$ cat config.mk
export PLATFORM = sky130hd
export DESIGN_NAME = refillUnit
export DESIGN_NICKNAME = d
export VERILOG_FILES = /design/src/design/cachePkg.sv /design/src/design/refillUnit.sv
export SDC_FILE = /design/constraint.sdc
export NUM_CORES = 1
export LEC_CHECK = 0
export BUFFER_PORTS_ARGS = -buffer_cell sky130_fd_sc_hd__buf_2
export CORE_MARGIN = 2
export CORE_UTILIZATION = 49
export DETAILED_ROUTE_END_ITERATION = 12
export PLACE_DENSITY = 0.79
export SYNTH_ARGS = -nofsm -noshare
export SYNTH_HDL_FRONTEND = slang
export SYNTH_SLANG_ARGS = --single-unit
$ cat constraint.sdc
create_clock -name clk -period 4.1 [get_ports clk]
set_input_delay 0.82 -clock clk [delete_from_list [all_inputs] [get_ports clk]]
set_output_delay 0.82 -clock clk [all_outputs]
set_load 0.05 [all_outputs]
$ cat src/design/cachePkg.sv
package cachePkg;

  // address split: tag | index | offset
  localparam int ADDR_W   = 32;
  localparam int OFFSET_W = 5;
  localparam int INDEX_W  = 6;
  localparam int TAG_W    = ADDR_W - INDEX_W - OFFSET_W;

  // fetch word and line shape
  localparam int WORD_W = 64;
  localparam int BEATS  = 4;

  typedef logic [ADDR_W-1:0]       addrT;
  typedef logic [TAG_W-1:0]        tagT;
  typedef logic [INDEX_W-1:0]      indexT;
  typedef logic [WORD_W-1:0]       wordT;

  // one data RAM holds half a line
  typedef logic [2*WORD_W-1:0]     halfLineT;
  typedef logic [BEATS*WORD_W-1:0] lineT;

  // controller states
  typedef enum logic [1:0] {
    IDLE,
    LOOKUP,
    MISS,
    REFILL
  } ctrlStateT;

endpackage
$ cat src/design/refillUnit.sv
`timescale 1ns/1ps

module refillUnit (
  input  logic           clk,
  input  logic           rst_n,
  input  logic           refillStart_i,
  input  cachePkg::addrT refillAddr_i,
  output logic           memRdValid_o,
  input  logic           memRdReady_i,
  output cachePkg::addrT memAddr_o,
  input  logic           memDataValid_i,
  input  logic           memLast_i,
  input  cachePkg::wordT memData_i,
  output logic           refillDone_o,
  output cachePkg::lineT refillLine_o
);

  localparam int CNT_W = $clog2(cachePkg::BEATS);

  logic             busy;
  logic [CNT_W-1:0] beatCnt;
  logic             beatTake;

  // beats only count while a line is outstanding
  assign beatTake = busy && memDataValid_i;

  // request handshake and beat bookkeeping
  always_ff @(posedge clk or negedge rst_n) begin
    if (!rst_n) begin
      memRdValid_o <= 1'b0;
      busy         <= 1'b0;
      beatCnt      <= '0;
      refillDone_o <= 1'b0;
    end else begin
      refillDone_o <= beatTake && memLast_i;
      if (refillStart_i) begin
        memRdValid_o <= 1'b1;
        busy         <= 1'b1;
        beatCnt      <= '0;
      end else begin
        if (memRdValid_o && memRdReady_i) begin
          memRdValid_o <= 1'b0;
        end
        if (beatTake) begin
          beatCnt <= beatCnt + 1'b1;
          if (memLast_i) begin
            busy <= 1'b0;
          end
        end
      end
    end
  end

  // line address held stable until accepted
  always_ff @(posedge clk) begin
    if (refillStart_i) begin
      memAddr_o <= refillAddr_i;
    end
  end

  // beats land by position, word 0 first
  always_ff @(posedge clk) begin
    if (beatTake) begin
      refillLine_o[beatCnt * cachePkg::WORD_W +: cachePkg::WORD_W] <= memData_i;
    end
  end

endmodule

==> reports/qor.txt <==
Synth-to-Final Area Change - 29.1%
Leak - 6.36 nW
Non-Filler Instances - 1310
clock buffer depth - 3
Final Cycle Share - 0.706
CTS tree - built
Final WS setup - 1.20 ns
Die Y-Extent - 153 microns
Cells after DPL - 1255
biggest area consumer among synthesized cells - edfxtp_1
CP max FO - 60
Power Dens Cells - 511 nW/um^2
Reg clk slew, reported paths - 0.06 ns
WP data required - 4.49 ns
wire per inst - 21.7 microns
ys async rst share - 0.0171
Worst-Skew Late Latency - 0.53 ns
Root Driver - clkbuf_16
Layout Utilization - 0.644
status - finished, final reports clean
H-tree depth - 1
# port buffers - 391
largest net degree at the start of global routing - 65
#FFs+latches synth - 293
Max Fclk - 345 MHz
Peak VDD IR - 0.404 mV
first-pass GRT wire length - 42100 microns
register area share after synthesis - 0.809
yosys warns - 0
Yosys top cell area share - 0.798
top cells by count, synth - edfxtp_1, and3_1, and2_1, clkbuf_1, clkbuf_2
DR pass1 iterations - 4
Synth Area in Adders - 0.00577
pre-CTS setup slack - 1.23 ns
mux contribution to synthesized area - 0.00104
initial antenna violation count - 1
Post-Syn Area - 10800 sq um
compound-gate portion of the synthesized area - 0.00208
clock buffer count from CTS - 29
post-CTS resize count - 0
Pins Over Slew Limit - 0
share of cells above drive strength 1 - 0.441
GRT Overall Usage - 0.236
CP Class - reg2reg
Setup crit end kind - flip-flop
fill count - 1568
CP startpoint kind - flip-flop
Min Hold Slack - 0.0925 ns
dominant synthesized flop cell - edfxtp_1
post-synthesis net count - 725
number of synthesized flops with an enable pin - 288
Final Hold Viols - 0
WL final - 28400 microns
global route overflow - 0
Final Critical Period - 2.90 ns
CTS Hold Bufs - 0
die width - 153 microns
clk_skew - 0.00619 ns
total power - 7.16 mW
final non-filler cell area - 14000 sq um
maxcap violations - 0
Clock Sinks - 293
main combinational cell family by area after synthesis - simple AND/OR/NAND/NOR gates
r2r endpoint - refillLine_o[90]
worst rel slew slack - 0.130
Synth cell types - 21
vias - 6857
Nets - 1113
Starting Density - 0.498
Synth Area in Simple Gates - 0.160
DR vias/cell - 5.23
DRC errors left - 0
# IOs - 392
gpl congestion - 0.817
reg2reg path depth - 4
Core Area - 21800 sq um
mean area per synthesized cell - 17.5 sq um
buffer count from post-CTS setup fixing - 0
cell row count - 54
Worst Tran Pin Value - 1.30 ns
endpoints failing setup - 0
Placement Cell Area - 13000 sq um
flop-to-flop setup slack - 1.20 ns
reg2reg start - beatCnt[0]
setup TNS - 0 ns
CP arrival - 3.29 ns
Area contributors post-synth - edfxtp_1, and3_1, and2_1
vias in the first global route - 6850
cell count after synthesis - 618
most common cell in the netlist - edfxtp_1
Hold WC Path Type - in2async
post-synthesis xor/xnor area fraction - 0
RSZ-0062 raised after global routing - false
dpl hpwl - 18500 microns
Die ar. - 23300 sq um
ANT nets after route - 0
DRT iter0 DRCs - 474
==> worst max-delay path, cell delays in order (launching register included) <==
cell and delay (ns):
dfrtp_1 0.54, inv_1 0.15, ha_1 0.60, nor2b_4 1.12
and3_1 0.32
==> where the power goes <==
group	total [mW]	switching, mW	internal, mW
clock network	2.72	1.10	1.62
logic	0.954	0.756	0.197
registers	3.48	0.0403	3.44
==> layout make-up <==
| type | count | area, sq um | share of cell area |
|---|---|---|---|
| Antenna cell | 1 | 2.50 | 0.000179 |
| Clock buffer | 35 | 748 | 0.0534 |
| Clock inverter | 19 | 231 | 0.0165 |
| Multi-Input combinational cell | 282 | 1870 | 0.134 |
| Timing Repair Buffer | 397 | 2010 | 0.144 |
| Sequential cell | 293 | 8770 | 0.626 |
| Tap cell | 280 | 350 | 0.0250 |
| Inverter | 3 | 11.3 | 0.000804 |
==> routing by layer <==
metal,part of all wire,global-route usage
met5,0,0
met4,0.039,0.0825
met3,0.081,0.0523
met2,0.51,0.414
met1,0.37,0.290
==> worst max-delay path by stage <==
| stage | slack (ns) | endpoint | start |
|---|---|---|---|
| 6_report | 1.20 | refillLine_o[90] | beatCnt[0] |
| 5_1_grt | 0.89 | refillLine_o[160] | beatCnt[0] |
| 4_1_cts | 1.15 | refillLine_o[160] | beatCnt[0] |
| 3_5_place_dp | 1.23 | refillLine_o[162] | beatCnt[0] |
| 3_3_place_gp | 1.33 | refillLine_o[186] | beatCnt[0] |
| 2_1_floorplan | 1.26 | refillLine_o[0] | beatCnt[0] |
==> logic make-up (layout without fill, tap and decap cells) <==
logic type      Yosys count  after routing
buf+inv                  43            454
mux                       1              1
simple gates            273            273
compound gates            3              3
fa+ha+maj                 5              5
other cells               0              1
flops                   293            293
==> cells in the final DEF (no fill, tap or decap), drive strengths merged <==
cell type and instances:
and4bb 1, nor2b 4, edfxtp 288, dfrtp 5, nand4b 1, nor4b 1
mux2 1, and3 130, clkinvlp 1, and3b 4, bufinv 5, inv 5
diode 1, and2 128, a21o 2, clkinv 11, ha 5, nor2 3
o31ai 1, nand2 1, buf 397, clkbuf 35
==> sequential cells by signal, summed over array words and instances (netlist names) <==
signal / count
beatCnt: 2
busy: 1
memAddr_o: 32
memRdValid_o: 1
refillDone_o: 1
refillLine_o: 256
Note: power is estimated with default switching activity, not from simulation.
