### config.mk
export PLATFORM = sky130hd
export DESIGN_NAME = tagValidArray
export DESIGN_NICKNAME = d
export VERILOG_FILES = /design/src/design/cachePkg.sv /design/src/design/tagValidArray.sv
export SDC_FILE = /design/constraint.sdc
export NUM_CORES = 2
export LEC_CHECK = 0
export ABC_AREA = 1
export BUFFER_PORTS_ARGS = -buffer_cell sky130_fd_sc_hd__clkbuf_2
export CELL_PAD_IN_SITES_DETAIL_PLACEMENT = 0
export CELL_PAD_IN_SITES_GLOBAL_PLACEMENT = 1
export CORE_MARGIN = 2
export CORE_UTILIZATION = 35
export CTS_CLUSTER_DIAMETER = 50
export DETAILED_ROUTE_END_ITERATION = 10
export PLACE_DENSITY = 0.7
export SYNTH_ARGS = -nofsm -noshare
export SYNTH_HDL_FRONTEND = slang
export SYNTH_SLANG_ARGS = --single-unit
### constraint.sdc
create_clock -name clk -period 2.3 [get_ports clk]
set_input_delay 0.46 -clock clk [delete_from_list [all_inputs] [get_ports clk]]
set_output_delay 0.46 -clock clk [all_outputs]
set_load 0.1 [all_outputs]
### src/design/cachePkg.sv
package cachePkg;

  // address split: tag | index | offset
  localparam int ADDR_W   = 32;
  localparam int OFFSET_W = 5;
  localparam int INDEX_W  = 6;
  localparam int TAG_W    = ADDR_W - INDEX_W - OFFSET_W;

  // fetch word and line shape
  localparam int WORD_W = 64;
  localparam int BEATS  = 4;

  typedef logic [ADDR_W-1:0]       addrT;
  typedef logic [TAG_W-1:0]        tagT;
  typedef logic [INDEX_W-1:0]      indexT;
  typedef logic [WORD_W-1:0]       wordT;

  // one data RAM holds half a line
  typedef logic [2*WORD_W-1:0]     halfLineT;
  typedef logic [BEATS*WORD_W-1:0] lineT;

  // controller states
  typedef enum logic [1:0] {
    IDLE,
    LOOKUP,
    MISS,
    REFILL
  } ctrlStateT;

endpackage
### src/design/tagValidArray.sv
`timescale 1ns/1ps

module tagValidArray #(
  parameter int NUM_SETS = 64
) (
  input  logic            clk,
  input  logic            rst_n,
  input  logic            lookupEn_i,
  input  cachePkg::indexT lookupIndex_i,
  output cachePkg::tagT   tagA_o,
  output cachePkg::tagT   tagB_o,
  output logic            validA_o,
  output logic            validB_o,
  output logic            lruWay_o,
  input  logic            fillEn_i,
  input  logic            fillWay_i,
  input  cachePkg::tagT   fillTag_i,
  input  logic            touchEn_i,
  input  logic            touchWay_i
);

  localparam int IDX_W = $clog2(NUM_SETS);

  cachePkg::tagT       tagMemA [NUM_SETS];
  cachePkg::tagT       tagMemB [NUM_SETS];
  logic [NUM_SETS-1:0] validA;
  logic [NUM_SETS-1:0] validB;
  // lru bit names the way to replace next
  logic [NUM_SETS-1:0] lru;
  logic [IDX_W-1:0]    lookIdx;
  logic [IDX_W-1:0]    heldIdx;

  assign lookIdx = lookupIndex_i[IDX_W-1:0];

  // tag storage and tag read port
  always_ff @(posedge clk) begin
    if (lookupEn_i) begin
      tagA_o <= tagMemA[lookIdx];
      tagB_o <= tagMemB[lookIdx];
    end
    if (fillEn_i && !fillWay_i) begin
      tagMemA[heldIdx] <= fillTag_i;
    end
    if (fillEn_i && fillWay_i) begin
      tagMemB[heldIdx] <= fillTag_i;
    end
  end

  // valid and lru state
  // updates go to the set of the last lookup
  always_ff @(posedge clk or negedge rst_n) begin
    if (!rst_n) begin
      validA   <= '0;
      validB   <= '0;
      lru      <= '0;
      heldIdx  <= '0;
      validA_o <= 1'b0;
      validB_o <= 1'b0;
      lruWay_o <= 1'b0;
    end else begin
      if (lookupEn_i) begin
        heldIdx  <= lookIdx;
        validA_o <= validA[lookIdx];
        validB_o <= validB[lookIdx];
        // a hit in the same set this cycle already moves lru
        if (touchEn_i && heldIdx == lookIdx) begin
          lruWay_o <= ~touchWay_i;
        end else begin
          lruWay_o <= lru[lookIdx];
        end
      end
      if (fillEn_i) begin
        if (fillWay_i) begin
          validB[heldIdx] <= 1'b1;
        end else begin
          validA[heldIdx] <= 1'b1;
        end
        lru[heldIdx] <= ~fillWay_i;
      end else if (touchEn_i) begin
        // other way becomes the replacement candidate
        lru[heldIdx] <= ~touchWay_i;
      end
    end
  end

endmodule

==> impl_metrics.tcl <==
set metrics [dict create \
    numCtsBuffers 346 \
    path_max_fanout 1 \
    synth_area_um2 117000 \
    drt-vias-per-instance 5.48 \
    hold_slack_ns 0.0411 \
    crit_family "flip-flops" \
    routedWlPerCell_um 25.1 \
    drc 0 \
    setup_ws_ns -0.139 \
    dr_total_vias 79100 \
    clock-sinks 2931 \
    endpoint_kind "output port" \
    syn_to_final_growth_pct 21.0 \
    synth_seq_cells 2931 \
    outcome "finished, violations left" \
    grt_pass1_vias 76500 \
    routed_wl_mm 362 \
    cts.htree.levels 5 \
    drtPass1Iterations 8 \
    cts.path.max_buffers 4 \
    ir_worst_vdd_mv 0.681 \
    fin_total_pwr_mw 125 \
    start_kind "flip-flop" \
    io-pin-count 79 \
    synth_nets 9339 \
    p_leak_nw 48.3 \
    required_ns 1.84 \
    cts_root_buf "clkbuf_16" \
    synth-main-ff-cell "edfxtp_1" \
    drive_gt1_share_pct 15.5 \
    arrival_ns 1.98 \
    hold_viol_final 0 \
    grt_overflow 0 \
    grt_pass1_wl_mm 524 \
    first_iter_violations 8885 \
    ys_warn_count 0 \
    cts_setup_buffers 0 \
    fmax_mhz 410 \
    place_hpwl_mm 217 \
    clock_latency_ns 0.97 \
    crit_buf_inv 1 \
    start_util_pct 35.2 \
    rsz0062_at_grt "yes" \
    ys_seq_area_share_pct 74.6 \
    rows 211 \
    postRouteAntennaNets 0 \
    avgSynthCellArea_um2 12.5 \
    critical_path.max_stage_delay_ns 0.71 \
    grt_max_degree 129 \
    ys_async_sr_fraction_pct 6.86 \
    antenna_found_initial 23 \
    finalClockSkew_ns 0.111 \
    cp_cell_sequence "clkbuf_16" \
    hp-class "in -> reg" \
    relSlewSlack_pct 39.3 \
    fillers 29800 \
    setup_viol 4 \
    dieArea_um2 338000 \
    clk_pin_slew_worst_paths_ns 0.06 \
    syn_inst 9305 \
    slew_violations 0 \
    p_per_area_nw_per_um2 888 \
    chipHeight_um 581 \
    gp_congestion 0.847 \
    synth_edf_count 2730 \
    min_period_ns 2.44 \
    synth.distinct_cells 23 \
    final_nets 9807 \
    dieWidth_um 581 \
    io_buffer_count 78 \
    critPathKind "reg -> out" \
    period_share_pct 106 \
    cts_tree "yes" \
    max_slew.worst_pin.slew_ns 0.911 \
    pre_cts_ws_ns -0.633 \
    cpMaxStageDelayCell "edfxtp_1" \
    violations "negative setup slack" \
    max_cap_violations 0 \
    grt_usage_pct 20.8 \
    fp.coreArea_um2 331000 \
]
[cells by family (layout without fill, tap and decap cells)]
group,count (synthesis),in the layout,share of synthesized area [%]
other,0,7,0
flip-flops,2931,2931,74.6
multiplexers,64,64,0.550
AO/OA/AOI/OAI,2127,2127,9.89
XOR/XNOR,2,2,0.0150
buffers and inverters,820,1574,3.03
AND/OR/NAND/NOR,3361,3361,11.9
[timing repair]
| item | CTS | global route |
|---|---|---|
| hold endpoints to repair | 248 | 0 |
| endpoints found under the setup margin | 38 | 425 |
| resized for setup | 60 | 6 |
| hold buffers | 13 | 0 |
[cell usage after synthesis, types with 16 or more instances]
| cell type | number | area share, % |
|---|---|---|
| o22ai_1 | 702 | 3.8 |
| nand3_1 | 641 | 2.8 |
| and2_1 | 34 | 0.18 |
| edfxtp_1 | 2730 | 70 |
| nor3_1 | 18 | 0.077 |
| or2_2 | 125 | 0.67 |
| buf_1 | 58 | 0.19 |
| buf_2 | 151 | 0.65 |
| inv_1 | 160 | 0.52 |
| mux2i_1 | 64 | 0.55 |
| buf_4 | 16 | 0.10 |
| clkbuf_1 | 402 | 1.3 |
| o21ai_0 | 1406 | 6.0 |
| nand2_1 | 949 | 3.1 |
| dfrtp_1 | 201 | 4.3 |
| nor2_1 | 1594 | 5.1 |
| buf_6 | 27 | 0.26 |
[placed cells by master, fill, tap and decap left out, types with 24 or more instances in the layout]
cell type   netlist  final
clkinv_1          1     43
buf_4            16    409
edfxtp_1       2730   2730
buf_12            0    298
nor2_2            0    128
or2_2           125    125
bufinv_16         0     40
clkbuf_1        402     59
clkbuf_16         0    357
inv_1           160    155
dfrtp_1         201    201
mux2i_1          64     64
clkbuf_4          0     24
clkinvlp_4        0     27
and2_1           34     34
o22ai_1         702    702
nor2_1         1594   1466
o21ai_0        1406   1406
inv_6             0     24
clkinv_2          0     37
nand3_1         641    640
nand2_1         949    948
[layer usage]
layer	global-route usage, %	wire (um)	up-vias	share of wire (%)
met5	0	56	-	0.015
met4	7.03	11800	10	3.3
met3	3.29	29700	613	8.2
met2	33.5	168000	3451	47
met1	28.7	152000	40200	42
li1	-	-	34900	-
[per-stage QoR]
stage / setup TNS (ns) / area [um2] / cells / util, %
3_5_place_dp: -17.04 / 129000 / 13800 / 38.9
2_1_floorplan: -71.03 / 117000 / 9305 / -
3_3_place_gp: -16.29 / 129000 / 13800 / 38.9
5_1_grt: -0.357 / 141000 / 14400 / 42.6
4_1_cts: -0.743 / 141000 / 14400 / 42.6
6_report: -0.218 / 141000 / 14400 / 42.7
[power by group]
part | switching [mW] | internal (mW) | total [mW]
combinational | 6.46 | 3.07 | 9.54
sequential | 0.534 | 59.3 | 59.8
clock | 22.6 | 33.3 | 56.0
[area by class of cell]
class | instances | area [um2] | area share, %
antenna | 7 | 17.5 | 0.0124
clock buffer | 423 | 9170 | 6.50
clock inverter | 211 | 2670 | 1.89
inverter | 166 | 657 | 0.466
multi-input combinational | 5554 | 26400 | 18.7
sequential | 2931 | 87000 | 61.7
tap | 4366 | 5460 | 3.87
timing repair buffer | 774 | 9740 | 6.90
[state kept, by name, summed over array words and instances (netlist names), 6 cells and up]
register  count
heldIdx       6
tagA_o       21
tagB_o       21
validA       64
tagMemB    1344
validB       64
lru          64
tagMemA    1344
[final timing paths]
| check | start | end | slack (ns) | cells after the start |
|---|---|---|---|---|
| setup / recovery | tagA_o[2]$_DFFE_PP_ | tagA_o[2] | -0.14 | 1 |
| hold / removal | fillTag_i[1] | tagMemA[23][1]$_DFFE_PP_ | 0.04 | 1 |
| setup reg to reg | heldIdx[1]$_DFFE_PN0P_ | tagMemA[0][4]$_DFFE_PP_ | 0.10 | 6 |
| hold reg to reg | validA[28]$_DFFE_PN0P_ | validA[28]$_DFFE_PN0P_ | 0.46 | 2 |
| max in group asynchronous | rst_n | validB[43]$_DFFE_PN0P_ | 1.29 | 3 |
| min in group asynchronous | rst_n | validB[58]$_DFFE_PN0P_ | 0.12 | 2 |
Note: power is estimated with default switching activity, not from simulation.
